### src/hw/ooo_pkg.sv
package ooo_pkg;

  //////////////////////////////////////////////////
  // machine sizes
  //////////////////////////////////////////////////

  // data path width
  localparam int word_width = 16;
  // architectural and physical register counts
  localparam int num_arch_regs = 8;
  localparam int num_phys_regs = 16;
  // window sizes
  localparam int rob_size = 8;
  localparam int rs_size = 4;
  // multiplier depth, one new op per cycle
  localparam int mul_latency = 3;
  // tags not mapped at any time, same count as rob entries
  localparam int free_list_size = num_phys_regs - num_arch_regs;

  //////////////////////////////////////////////////
  // common types
  //////////////////////////////////////////////////

  typedef logic [word_width-1:0] word_t;
  typedef logic [$clog2(num_arch_regs)-1:0] arch_reg_t;
  typedef logic [$clog2(num_phys_regs)-1:0] phys_reg_t;

  // extra msb is the wrap bit
  typedef logic [$clog2(rob_size):0] rob_ptr_t;

  // decoded opcodes, all results are modulo 2^16
  typedef enum logic [2:0] {
    op_li,
    op_add,
    op_sub,
    op_xor,
    op_mul
  } op_e;

endpackage
### src/hw/ooo_core.sv
`timescale 1ns/10ps

module ooo_core import ooo_pkg::*; (
  input  logic      clock,
  input  logic      reset,
  input  logic      dispatch_valid,
  input  op_e       dispatch_op,
  input  arch_reg_t dispatch_dest,
  input  arch_reg_t dispatch_src_a,
  input  arch_reg_t dispatch_src_b,
  input  word_t     dispatch_imm,
  output logic      dispatch_ready,
  output logic      commit_valid,
  output arch_reg_t commit_idx,
  output word_t     commit_data
);

  // structural stalls
  logic rob_full;
  logic rs_full;

  // renamed op to the station and the rob
  logic      ren_valid;
  op_e       ren_op;
  phys_reg_t ren_tag;
  phys_reg_t ren_tag_a;
  phys_reg_t ren_tag_b;
  logic      ren_ready_a;
  logic      ren_ready_b;
  word_t     ren_imm;
  arch_reg_t ren_dest;
  phys_reg_t ren_tag_old;

  // issue registers
  logic      alu_issue;
  op_e       alu_op;
  phys_reg_t alu_dest;
  phys_reg_t alu_src_a;
  phys_reg_t alu_src_b;
  word_t     alu_imm;
  logic      mul_issue;
  phys_reg_t mul_dest;
  phys_reg_t mul_src_a;
  phys_reg_t mul_src_b;

  // operand values
  word_t alu_a;
  word_t alu_b;
  word_t mul_a;
  word_t mul_b;

  // two writeback ports
  logic      alu_done;
  phys_reg_t alu_tag;
  word_t     alu_result;
  logic      mul_done;
  phys_reg_t mul_tag;
  word_t     mul_result;

  // retire side
  phys_reg_t head_tag;
  word_t     head_value;
  logic      free_valid;
  phys_reg_t free_tag;

  //////////////////////////////////////////////////
  // stages, ports match by name
  //////////////////////////////////////////////////

  rename_stage rename_i (.*);

  issue_stage issue_i (.*);

  execute_stage execute_i (.*);

  phys_regfile regfile_i (.*);

  reorder_buffer rob_i (.*);

endmodule

### src/hw/reorder_buffer.sv
`timescale 1ns/10ps

module reorder_buffer import ooo_pkg::*; (
  input  logic      clock,
  input  logic      reset,
  input  logic      ren_valid,
  input  arch_reg_t ren_dest,
  input  phys_reg_t ren_tag,
  input  phys_reg_t ren_tag_old,
  input  logic      alu_done,
  input  phys_reg_t alu_tag,
  input  logic      mul_done,
  input  phys_reg_t mul_tag,
  input  word_t     head_value,
  output logic      rob_full,
  output phys_reg_t head_tag,
  output logic      free_valid,
  output phys_reg_t free_tag,
  output logic      commit_valid,
  output arch_reg_t commit_idx,
  output word_t     commit_data
);

  typedef logic [$clog2(rob_size)-1:0] rob_idx_t;

  // entry fields
  arch_reg_t rob_dest [rob_size];
  phys_reg_t rob_tag [rob_size];
  phys_reg_t rob_tag_old [rob_size];
  logic [rob_size-1:0] rob_done;

  // pointers with wrap bit
  rob_ptr_t head_ptr;
  rob_ptr_t tail_ptr;
  rob_idx_t head_idx;
  rob_idx_t tail_idx;
  logic rob_empty;
  logic retire;

  assign head_idx = head_ptr[$clog2(rob_size)-1:0];
  assign tail_idx = tail_ptr[$clog2(rob_size)-1:0];
  // same slot, wrap bits tell full from empty
  assign rob_empty = head_ptr == tail_ptr;
  assign rob_full = head_idx == tail_idx &&
                    head_ptr[$clog2(rob_size)] != tail_ptr[$clog2(rob_size)];

  // in-order retire, one per cycle
  assign retire = !rob_empty && rob_done[head_idx];
  assign head_tag = rob_tag[head_idx];
  assign free_valid = retire;
  assign free_tag = rob_tag_old[head_idx];

  always_ff @(posedge clock) begin
    if (reset) begin
      head_ptr <= '0;
      tail_ptr <= '0;
      rob_done <= '0;
      commit_valid <= 1'b0;
    end else begin
      // done by tag match, stale slots get cleared on alloc
      for (int i = 0; i < rob_size; i++) begin
        if ((alu_done && rob_tag[i] == alu_tag) || (mul_done && rob_tag[i] == mul_tag))
          rob_done[i] <= 1'b1;
      end
      if (ren_valid) begin
        rob_done[tail_idx] <= 1'b0;
        tail_ptr <= tail_ptr + 1'b1;
      end
      if (retire)
        head_ptr <= head_ptr + 1'b1;
      commit_valid <= retire;
    end
  end

  // entry payload and registered commit data
  always_ff @(posedge clock) begin
    if (ren_valid) begin
      rob_dest[tail_idx] <= ren_dest;
      rob_tag[tail_idx] <= ren_tag;
      rob_tag_old[tail_idx] <= ren_tag_old;
    end
    commit_idx <= rob_dest[head_idx];
    commit_data <= head_value;
  end

endmodule

### src/hw/phys_regfile.sv
`timescale 1ns/10ps

module phys_regfile import ooo_pkg::*; (
  input  logic      clock,
  input  logic      reset,
  // alu writeback
  input  logic      alu_done,
  input  phys_reg_t alu_tag,
  input  word_t     alu_result,
  // multiplier writeback
  input  logic      mul_done,
  input  phys_reg_t mul_tag,
  input  word_t     mul_result,
  // operand reads for the issued ops
  input  phys_reg_t alu_src_a,
  input  phys_reg_t alu_src_b,
  input  phys_reg_t mul_src_a,
  input  phys_reg_t mul_src_b,
  // retire read
  input  phys_reg_t head_tag,
  output word_t     alu_a,
  output word_t     alu_b,
  output word_t     mul_a,
  output word_t     mul_b,
  output word_t     head_value
);

  word_t regs [num_phys_regs];

  // two units never complete the same tag in one cycle
  always_ff @(posedge clock) begin
    if (reset) begin
      for (int p = 0; p < num_phys_regs; p++) begin
        regs[p] <= '0;
      end
    end else begin
      if (alu_done)
        regs[alu_tag] <= alu_result;
      if (mul_done)
        regs[mul_tag] <= mul_result;
    end
  end

  // async reads, value is in place once the tag shows ready
  assign alu_a = regs[alu_src_a];
  assign alu_b = regs[alu_src_b];
  assign mul_a = regs[mul_src_a];
  assign mul_b = regs[mul_src_b];
  assign head_value = regs[head_tag];

endmodule

### src/hw/execute_stage.sv
`timescale 1ns/10ps

module execute_stage import ooo_pkg::*; (
  input  logic      clock,
  input  logic      reset,
  input  logic      alu_issue,
  input  op_e       alu_op,
  input  phys_reg_t alu_dest,
  input  word_t     alu_imm,
  input  logic      mul_issue,
  input  phys_reg_t mul_dest,
  input  word_t     alu_a,
  input  word_t     alu_b,
  input  word_t     mul_a,
  input  word_t     mul_b,
  output logic      alu_done,
  output phys_reg_t alu_tag,
  output word_t     alu_result,
  output logic      mul_done,
  output phys_reg_t mul_tag,
  output word_t     mul_result
);

  //////////////////////////////////////////////////
  // single cycle alu
  //////////////////////////////////////////////////

  word_t alu_value;

  // wraps modulo 2^16
  always_comb begin
    case (alu_op)
      op_li:   alu_value = alu_imm;
      op_add:  alu_value = alu_a + alu_b;
      op_sub:  alu_value = alu_a - alu_b;
      op_xor:  alu_value = alu_a ^ alu_b;
      default: alu_value = '0;
    endcase
  end

  //////////////////////////////////////////////////
  // pipelined multiplier
  //////////////////////////////////////////////////

  logic [mul_latency-1:0] mul_pipe_valid;
  phys_reg_t mul_pipe_tag [mul_latency];
  word_t     mul_pipe_data [mul_latency];

  always_ff @(posedge clock) begin
    if (reset) begin
      alu_done <= 1'b0;
      mul_pipe_valid <= '0;
    end else begin
      alu_done <= alu_issue;
      mul_pipe_valid <= {mul_pipe_valid[mul_latency-2:0], mul_issue};
    end
  end

  always_ff @(posedge clock) begin
    alu_tag <= alu_dest;
    alu_result <= alu_value;
    // 16 bit target keeps the low half of the product
    mul_pipe_tag[0] <= mul_dest;
    mul_pipe_data[0] <= mul_a * mul_b;
    for (int s = 1; s < mul_latency; s++) begin
      mul_pipe_tag[s] <= mul_pipe_tag[s-1];
      mul_pipe_data[s] <= mul_pipe_data[s-1];
    end
  end

  // last stage drives the writeback port
  assign mul_done = mul_pipe_valid[mul_latency-1];
  assign mul_tag = mul_pipe_tag[mul_latency-1];
  assign mul_result = mul_pipe_data[mul_latency-1];

endmodule

### src/hw/issue_stage.sv
`timescale 1ns/10ps

module issue_stage import ooo_pkg::*; (
  input  logic      clock,
  input  logic      reset,
  input  logic      ren_valid,
  input  op_e       ren_op,
  input  phys_reg_t ren_tag,
  input  phys_reg_t ren_tag_a,
  input  phys_reg_t ren_tag_b,
  input  logic      ren_ready_a,
  input  logic      ren_ready_b,
  input  word_t     ren_imm,
  input  logic      alu_done,
  input  phys_reg_t alu_tag,
  input  logic      mul_done,
  input  phys_reg_t mul_tag,
  output logic      rs_full,
  output logic      alu_issue,
  output op_e       alu_op,
  output phys_reg_t alu_dest,
  output phys_reg_t alu_src_a,
  output phys_reg_t alu_src_b,
  output word_t     alu_imm,
  output logic      mul_issue,
  output phys_reg_t mul_dest,
  output phys_reg_t mul_src_a,
  output phys_reg_t mul_src_b
);

  typedef logic [$clog2(rs_size)-1:0] rs_idx_t;

  // station entries
  logic [rs_size-1:0] rs_valid;
  logic [rs_size-1:0] rs_rdy_a;
  logic [rs_size-1:0] rs_rdy_b;
  op_e       rs_op [rs_size];
  phys_reg_t rs_tag [rs_size];
  phys_reg_t rs_tag_a [rs_size];
  phys_reg_t rs_tag_b [rs_size];
  word_t     rs_imm [rs_size];

  // wakeup and select
  logic [rs_size-1:0] wake_a;
  logic [rs_size-1:0] wake_b;
  logic [rs_size-1:0] alu_req;
  logic [rs_size-1:0] mul_req;
  rs_idx_t alloc_idx;
  rs_idx_t alu_idx;
  rs_idx_t mul_idx;

  // walk down so the lowest index wins
  always_comb begin
    alloc_idx = '0;
    alu_idx = '0;
    mul_idx = '0;
    for (int i = rs_size - 1; i >= 0; i--) begin
      wake_a[i] = (alu_done && alu_tag == rs_tag_a[i]) || (mul_done && mul_tag == rs_tag_a[i]);
      wake_b[i] = (alu_done && alu_tag == rs_tag_b[i]) || (mul_done && mul_tag == rs_tag_b[i]);
      alu_req[i] = rs_valid[i] && rs_rdy_a[i] && rs_rdy_b[i] && rs_op[i] != op_mul;
      mul_req[i] = rs_valid[i] && rs_rdy_a[i] && rs_rdy_b[i] && rs_op[i] == op_mul;
      if (!rs_valid[i])
        alloc_idx = rs_idx_t'(i);
      if (alu_req[i])
        alu_idx = rs_idx_t'(i);
      if (mul_req[i])
        mul_idx = rs_idx_t'(i);
    end
  end

  // conservative, no credit for entries leaving this cycle
  assign rs_full = &rs_valid;

  always_ff @(posedge clock) begin
    if (reset) begin
      rs_valid <= '0;
      rs_rdy_a <= '0;
      rs_rdy_b <= '0;
      alu_issue <= 1'b0;
      mul_issue <= 1'b0;
    end else begin
      rs_rdy_a <= rs_rdy_a | wake_a;
      rs_rdy_b <= rs_rdy_b | wake_b;
      alu_issue <= |alu_req;
      mul_issue <= |mul_req;
      if (|alu_req)
        rs_valid[alu_idx] <= 1'b0;
      if (|mul_req)
        rs_valid[mul_idx] <= 1'b0;
      // li has no real sources
      if (ren_valid) begin
        rs_valid[alloc_idx] <= 1'b1;
        rs_rdy_a[alloc_idx] <= ren_ready_a || ren_op == op_li;
        rs_rdy_b[alloc_idx] <= ren_ready_b || ren_op == op_li;
      end
    end
  end

  // entry payload and issue registers
  always_ff @(posedge clock) begin
    if (ren_valid) begin
      rs_op[alloc_idx] <= ren_op;
      rs_tag[alloc_idx] <= ren_tag;
      rs_tag_a[alloc_idx] <= ren_tag_a;
      rs_tag_b[alloc_idx] <= ren_tag_b;
      rs_imm[alloc_idx] <= ren_imm;
    end
    alu_op <= rs_op[alu_idx];
    alu_dest <= rs_tag[alu_idx];
    alu_src_a <= rs_tag_a[alu_idx];
    alu_src_b <= rs_tag_b[alu_idx];
    alu_imm <= rs_imm[alu_idx];
    mul_dest <= rs_tag[mul_idx];
    mul_src_a <= rs_tag_a[mul_idx];
    mul_src_b <= rs_tag_b[mul_idx];
  end

endmodule

### src/hw/rename_stage.sv
`timescale 1ns/10ps

module rename_stage import ooo_pkg::*; (
  input  logic      clock,
  input  logic      reset,
  input  logic      dispatch_valid,
  input  op_e       dispatch_op,
  input  arch_reg_t dispatch_dest,
  input  arch_reg_t dispatch_src_a,
  input  arch_reg_t dispatch_src_b,
  input  word_t     dispatch_imm,
  input  logic      rob_full,
  input  logic      rs_full,
  input  logic      alu_done,
  input  phys_reg_t alu_tag,
  input  logic      mul_done,
  input  phys_reg_t mul_tag,
  input  logic      free_valid,
  input  phys_reg_t free_tag,
  output logic      dispatch_ready,
  output logic      ren_valid,
  output op_e       ren_op,
  output phys_reg_t ren_tag,
  output phys_reg_t ren_tag_a,
  output phys_reg_t ren_tag_b,
  output logic      ren_ready_a,
  output logic      ren_ready_b,
  output word_t     ren_imm,
  output arch_reg_t ren_dest,
  output phys_reg_t ren_tag_old
);

  // arch reg -> current phys tag
  phys_reg_t map_table [num_arch_regs];
  // value present in the regfile, per phys tag
  logic [num_phys_regs-1:0] tag_ready;

  // circular free list, never empty while the rob has room
  phys_reg_t free_list [free_list_size];
  logic [$clog2(free_list_size)-1:0] fl_head;
  logic [$clog2(free_list_size)-1:0] fl_tail;

  // completing tags this cycle, one-hot
  logic [num_phys_regs-1:0] done_mask;

  always_comb begin
    done_mask = '0;
    if (alu_done)
      done_mask[alu_tag] = 1'b1;
    if (mul_done)
      done_mask[mul_tag] = 1'b1;
  end

  // only stall source for the front end
  assign dispatch_ready = !rob_full && !rs_full;
  assign ren_valid = dispatch_valid && dispatch_ready;

  // pass-through fields of the renamed op
  assign ren_op = dispatch_op;
  assign ren_imm = dispatch_imm;
  assign ren_dest = dispatch_dest;

  // lookups use the map before this op's own remap
  assign ren_tag = free_list[fl_head];
  assign ren_tag_a = map_table[dispatch_src_a];
  assign ren_tag_b = map_table[dispatch_src_b];
  assign ren_tag_old = map_table[dispatch_dest];

  // forward a completion landing in the same cycle
  assign ren_ready_a = tag_ready[ren_tag_a] || done_mask[ren_tag_a];
  assign ren_ready_b = tag_ready[ren_tag_b] || done_mask[ren_tag_b];

  always_ff @(posedge clock) begin
    if (reset) begin
      // identity map, free list holds the upper tags
      for (int r = 0; r < num_arch_regs; r++) begin
        map_table[r] <= phys_reg_t'(r);
      end
      for (int f = 0; f < free_list_size; f++) begin
        free_list[f] <= phys_reg_t'(num_arch_regs + f);
      end
      tag_ready <= '1;
      fl_head <= '0;
      fl_tail <= '0;
    end else begin
      tag_ready <= tag_ready | done_mask;
      // new tag is pending until its producer completes
      if (ren_valid) begin
        map_table[dispatch_dest] <= ren_tag;
        tag_ready[ren_tag] <= 1'b0;
        fl_head <= fl_head + 1'b1;
      end
      // old tag of a retired op comes back
      if (free_valid) begin
        free_list[fl_tail] <= free_tag;
        fl_tail <= fl_tail + 1'b1;
      end
    end
  end

endmodule

### config.mk
export PLATFORM = sky130hd
export DESIGN_NAME = ooo_core
export DESIGN_NICKNAME = d
export VERILOG_FILES = /design/src/hw/ooo_pkg.sv /design/src/hw/ooo_core.sv /design/src/hw/reorder_buffer.sv /design/src/hw/phys_regfile.sv /design/src/hw/execute_stage.sv /design/src/hw/issue_stage.sv /design/src/hw/rename_stage.sv
export SDC_FILE = /design/constraint.sdc
export NUM_CORES = 2
export LEC_CHECK = 0
export BUFFER_PORTS_ARGS = -buffer_cell sky130_fd_sc_hd__buf_2
export CAP_MARGIN = 20
export CORE_MARGIN = 4
export CORE_UTILIZATION = 35
export CTS_CLUSTER_DIAMETER = 120
export DETAILED_ROUTE_END_ITERATION = 16
export GPL_ROUTABILITY_DRIVEN = 0
export GPL_TIMING_DRIVEN = 0
export SLEW_MARGIN = 20
export SYNTH_ARGS = -nofsm -noshare
export SYNTH_HDL_FRONTEND = slang
export SYNTH_SLANG_ARGS = --single-unit
### constraint.sdc
create_clock -name clock -period 6.4 [get_ports clock]
set_input_delay 0.32 -clock clock [delete_from_list [all_inputs] [get_ports clock]]
set_output_delay 0.32 -clock clock [all_outputs]
set_load 0.02 [all_outputs]
---- After elaboration in Yosys (flattened, before gate mapping) ----
Memories as Yosys holds them, arrays and structs flattened. A register that Yosys moved wholly into a read port is not among the register bits.
Index checks and enable logic that the tools add are counted.
storage, ports and cells
  flip-flop bits (word level) ............. 77
  bits in latches ......................... 0
  RAM bits ................................ 592
  bits in read-only memories .............. 0
  input bits .............................. 31
  output and inout port bits .............. 21
  word-level logic and storage cells ...... 303
  memories kept ........................... 13
memory list
  name                     words  bits a word  read ports  clocked after memory_dff  write ports  RTL line              source
  regfile_i.regs           16     16           5           1                         16           phys_regfile.sv:28    word_t regs [num_phys_regs];
  issue_i.rs_imm           4      16           1           1                         1            issue_stage.sv:41     word_t rs_imm [rs_size];
  execute_i.mul_pipe_data  3      16           3           0                         3            execute_stage.sv:47   word_t mul_pipe_data [mul_latency];
  rename_i.free_list       8      4            1           1                         8            rename_stage.sv:39    phys_reg_t free_list [free_list_size];
  rename_i.map_table       8      4            3           0                         8            rename_stage.sv:34    phys_reg_t map_table [num_arch_regs];
  rob_i.rob_tag            8      4            9           1                         1            reorder_buffer.sv:28  phys_reg_t rob_tag [rob_size];
  7 more memories          --     --           --          --                        --           --
operators by class
  add/sub/neg operators ................... 6
  multiply operators ...................... 1
  div/mod/pow operators ................... 0
  order comparisons ....................... 17
  eq/ne operators ......................... 46
  shift-type cells ........................ 0
  muxes and demuxes ....................... 99
  bitwise operators ....................... 14
  reduce and logical (&&, ||, !) cells .... 91
operator list
  operator                                                                              number
  4-bit == test                                                                         33
  16-bit two-way mux                                                                    5
  16-bit case mux with 4 select lines                                                   1
  1-bit logical AND                                                                     59
  1-bit two-way mux                                                                     47
  4-bit two-way mux                                                                     11
  16-bit OR                                                                             2
  16-bit OR reduction                                                                   2
  4-bit by 5-bit < comparator with 1-bit output (second input constant)                 5
  2-bit two-way mux                                                                     12
  3-bit two-way mux                                                                     8
  1-bit logical OR                                                                      20
  16-bit adder                                                                          1
  16-bit bitwise AND                                                                    1
  1-bit binary-select mux with 4-bit select                                             4
  16-bit by 16-bit multiplier with 16-bit output                                        1
  16-bit inverter                                                                       1
  4-bit OR reduction                                                                    4
  16-bit subtractor                                                                     1
  16-bit XOR                                                                            1
  1-bit demux with 4-bit select                                                         3
  3-bit == test (second input constant)                                                 4
  4-bit by 1-bit greater-or-equal comparator with 1-bit output (second input constant)  3
  3-bit inequality test (second input constant)                                         4
  23 further kinds                                                                      41

---- Depth between registers and ports, before layout ----
  depth after elaboration ................. 20
  gate-level depth with buffers ........... 31
  mapped depth without buffers ............ 27

---- Hierarchy ----
From an unflattened synthesis, not the netlist that was laid out.
second synthesis, totals
  cells, all modules ...................... 3528
  area total of the unflattened synthesis .. 45414.8 sq um
modules (own cells, without submodules)
  module          times used  cells an instance  area an instance (sq um)  sequential area each (sq um)
  phys_regfile    1           1389               20365.8                   7687.4
  execute_stage   1           807                7344.5                    1681.6
  issue_stage     1           551                7213.2                    4864.7
  reorder_buffer  1           345                5376.4                    3423.3
  rename_stage    1           436                5114.9                    2422.3

---- Worst setup path before layout ----
OpenSTA, ideal clock, no wires.
  kind .................................... register -> register
  start ................................... reg issue_i.mul_src_a[0], read port of issue_i.rs_tag_a
  end ..................................... mem execute_i.mul_pipe_data[0][15] in the netlist's numbering
  library setup time ...................... 121 ps
  arrival ................................. 6459 ps
  required time ........................... 6279 ps
  path slack .............................. -180 ps
  cell stages (with the launch flop) ...... 24
  path buffers ............................ 4
  period minus slack after synthesis ...... 6580 ps
  path through ............................ dfxtp_1 -> buf_6 -> buf_6 -> buf_2 -> mux4_2 -> mux4_2 -> clkbuf_1 -> and2_1 -> fa_1 -> fa_1 -> ha_1 -> inv_1 -> fa_1 -> fa_1 -> fa_1 -> inv_1 -> ha_1 -> a21oi_1 -> nor2b_1 -> o21a_1 -> o21a_1 -> o21a_1 -> o41a_1 -> xnor2_1
RTL lines
  element          RTL line             source
  start, declared  issue_stage.sv:27    output phys_reg_t mul_src_a,
  end, declared    execute_stage.sv:47

==> summary.md <==
TritonCTS built the clock tree. The clock buffer count from CTS was 83; the placement-stage worst setup slack was -1.964 ns. The worst pin sits at a relative slew slack of 17.76%.

In this run the power density over the cells is 317.0 nW/um^2. The number of rows created at floorplan is 130. For the max capacitance violation total, the log shows 0. Detailed placement ended at an HPWL of 121.4 mm. The fraction of layout instances using a drive strength above 1 is 22.60%, and the mapped cell area is 44480 sq um. The number of global-route vias before repair was 34110. The per-cell routed wire length works out to 30.43 um.

The share of the yosys chip area belonging to registers came out at 45.15%. The peak-usage layer in the global routing report is met2. Number of antenna violations at the first check in global routing: 8.

In the routed layout, each cell is associated on average with a via count of 6.321. The first global-routing pass estimated 238.8 mm of wire. For the worst setup path, the data arrival time is 7.45 ns.

Global routing used 29.61% of the available met1 tracks. CTS built an H-tree with a depth of 3. For this run, the number of Yosys warnings is 0.

The remaining design rule violation count was 0; the global-route met3 utilization was 9.946%. The most frequent standard cell in the layout excluding fill and tap cells is sky130_fd_sc_hd__edfxtp_1. In the layout the commonest cells are sky130_fd_sc_hd__edfxtp_1 (532), sky130_fd_sc_hd__mux4_2 (374), sky130_fd_sc_hd__nand2_1 (344).

The logs give 0 for the remaining number of nets flagged by the antenna check after routing and 401.6 uV for the maximum VDD drop. The total via count in the routed design is 34660, and the violation count after the first detailed-route iteration is 4973. The clock slew seen by the registers of the worst setup and hold paths is 0.06 ns, and the global-route congestion overflow total is 0. The run gives 35.33% as the starting density of the core.

The pin slew with the least headroom to its limit is 1.234 ns. The post-layout worst setup margin was -0.4571 ns; the number of clock sinks was 737. The largest net degree at the start of global routing came out at 20.

The final hold violation count is 0, and the fraction of registers with async set/reset is 0%. Along the worst path, the maximum fanout reaches 10. In this run, distinct cell masters in the synthesized netlist total 61. Counting every instance in the synthesized netlist gives 3490. The count of pins over their slew limit was 0. The kind of end point of the critical path is a flip-flop.

The vertical die dimension is 364.5 um, and the mean instance size in the synthesized netlist is 12.74 sq um. Setup repair after global routing could not meet its margin everywhere. The minimum period implied by the final worst setup slack is 6.857 ns, and the core box area is 125900 sq um. The die width was 364.5 um; the setup skew after layout was 0.04078 ns. Relative to the synthesized area, the layout overhead comes to 16.70%. At the end of the flow, the number of nets in the layout was 3940. The final reports fail on setup timing. The run gives 24.79% as the combined global-route utilization of all metal layers.

In the finished design, the share of the clock period the worst path needs comes to 107.1%. Input and output buffers added on the ports amount to 45. When the netlist entered floorplanning its net count stood at 3671.

Synthesis inferred 737 register bits. 52 I/O pins were placed. Once layout is complete, the utilization of the core stands at 41.23%. The first detailed-routing pass took 8 iterations. Setup violations remaining at the end of the flow were counted as 3. For the critical path data required time, the log shows 7.00 ns. The number of flops mapped to enable cells by yosys is 532, and the maximum clock insertion buffer count is 3.

The run gives 37.10% as the global routing usage on met2. In this run the worst hold path is classified as primary input to flip-flop. Master cell of the clock root buffer: sky130_fd_sc_hd__clkbuf_16. The die covers 132800 sq um. The tools report the type of element launching the critical path as a flip-flop.

The peak clock frequency supported by timing came out at 145.8 MHz. Summed over all failing endpoints, the final setup total negative slack is -0.9089 ns. The startpoint-to-endpoint class of the critical path was flip-flop to flip-flop. Among all flip-flop cells after synthesis, the most frequent one is sky130_fd_sc_hd__edfxtp_1. At the later pin of the worst-skew pair, clock insertion delay measures 0.71 ns.

For the overall power, the log shows 0.01645 W. The flow ran to the end, but the final reports show violations. The final wirelength was 166.8 mm.

Summed over all cells, the static leakage comes to 18.43 nW.
-- cell type report --
| type | instances | area, sq um |
|---|---|---|
| Antenna cell | 6 | 15.01 |
| Buffer | 308 | 1680 |
| Clock buffer | 112 | 2387 |
| Clock inverter | 41 | 521.8 |
| Fill cell | 11740 | 73990 |
| Inverter | 153 | 578.1 |
| Multi-Input combinational cell | 2288 | 23020 |
| Sequential cell | 737 | 20080 |
| Tap cell | 1650 | 2064 |
| Timing Repair Buffer | 188 | 1559 |
-- logic make-up (layout without fill, tap and decap cells) --
group                      after synthesis  after routing  share of synthesized area (%)
and+or+nand+nor                        805            805                          8.378
DFF                                    737            737                          45.15
AOI/OAI and AO/OA                      631            631                          10.99
muxes                                  478            479                          21.29
buffers and inverters                  466            802                          4.217
xor gates and xnor gates               223            223                          4.391
adders and majority gates              150            150                          5.587
other                                    0              6                              0
-- per-layer routing --
| metal | part of all wire, % | up-vias |
|---|---|---|
| li1 | - | 13970 |
| met3 | 13 | 793 |
| met2 | 43 | 2574 |
| met1 | 36 | 17310 |
| met4 | 8.0 | 6 |
| met5 | 0.11 | - |
-- worst max-delay path, cell delays in order, from the launching register on --
cell,delay (ns)
sky130_fd_sc_hd__dfxtp_1,0.34
sky130_fd_sc_hd__buf_6,0.22
sky130_fd_sc_hd__buf_6,0.23
sky130_fd_sc_hd__clkbuf_16,0.24
sky130_fd_sc_hd__mux4_2,0.33
sky130_fd_sc_hd__mux4_2,0.60
sky130_fd_sc_hd__buf_12,0.18
sky130_fd_sc_hd__and2_1,0.16
sky130_fd_sc_hd__fa_1,0.47
sky130_fd_sc_hd__inv_1,0.05
sky130_fd_sc_hd__fa_1,0.46
sky130_fd_sc_hd__fa_1,0.51
sky130_fd_sc_hd__fa_1,0.59
sky130_fd_sc_hd__fa_1,0.44
sky130_fd_sc_hd__fa_2,0.40
sky130_fd_sc_hd__xnor2_2,0.16
sky130_fd_sc_hd__xnor2_2,0.14
sky130_fd_sc_hd__xnor2_1,0.14
sky130_fd_sc_hd__xnor2_1,0.14
sky130_fd_sc_hd__xnor2_1,0.29
sky130_fd_sc_hd__xnor2_1,0.22
sky130_fd_sc_hd__xnor2_2,0.14
sky130_fd_sc_hd__xnor2_2,0.28
-- through the flow --
stage	area, sq um	hold WS (ns)	std cells
6_report	51910	0.1324	5483
2_1_floorplan	44500	0.3096	3490
5_1_grt	51890	0.1186	5478
4_1_cts	51500	0.1001	5454
3_3_place_gp	46780	0.3108	5185
3_5_place_dp	47210	0.3121	5217
-- state kept, by name (all words and copies together), names as in the netlist, 16 cells and up, named ones only --
name	flops
execute_i.alu_result	16
execute_i.mul_pipe_data	48
issue_i.alu_imm	16
issue_i.rs_imm	64
issue_i.rs_tag	16
issue_i.rs_tag_a	16
issue_i.rs_tag_b	16
regfile_i.regs	256
rename_i.free_list	32
rename_i.map_table	32
rename_i.tag_ready	16
rob_i.commit_data	16
rob_i.rob_dest	24
rob_i.rob_tag	32
rob_i.rob_tag_old	32
-- worst paths after layout --
check	end	cells after the start	slack [ns]	from
worst max-delay path	execute_i.mul_pipe_data[0][15]	22	-0.46	issue_i.mul_src_a[1]
worst min-delay path	issue_i.rs_tag[0][3]	2	0.13	dispatch_valid
worst max register to register	execute_i.mul_pipe_data[0][15]	22	-0.46	issue_i.mul_src_a[1]
worst min register to register	execute_i.mul_pipe_data[0][30]	0	0.30	execute_i.mul_pipe_data[0][14]
-- synth_stat cells (all sizes together) (81+ instances only) --
master	count	area [sq um]
edfxtp	532	15980
inv	153	574.3
fa	81	1622
a21oi	86	430.4
mux4	373	8401
xor2	125	1095
nor2	171	641.9
nand2	347	1303
a22o	261	2286
buf	109	535.5
dfxtp	205	4104
clkbuf	204	765.7
xnor2	98	858.3
mux2i	96	968.4
-- report_power, final --
group / total [W] / internal, W / switching, W
Combinational: 0.00564 / 0.00228 / 0.00336
Sequential: 0.00572 / 0.00549 / 0.000229
Clock: 0.00509 / 0.00295 / 0.00215
-- timing repair --
action | CTS | global route
gates cloned | 3 | 0
gates resized for setup | 142 | 43
pin swaps | 38 | 29
hold endpoints to repair | 100 | 0
buffers inserted | 64 | 21
hold buffers | 22 | 0
setup endpoints to repair | 10 | 6
Power figures use the tool's default switching activity.
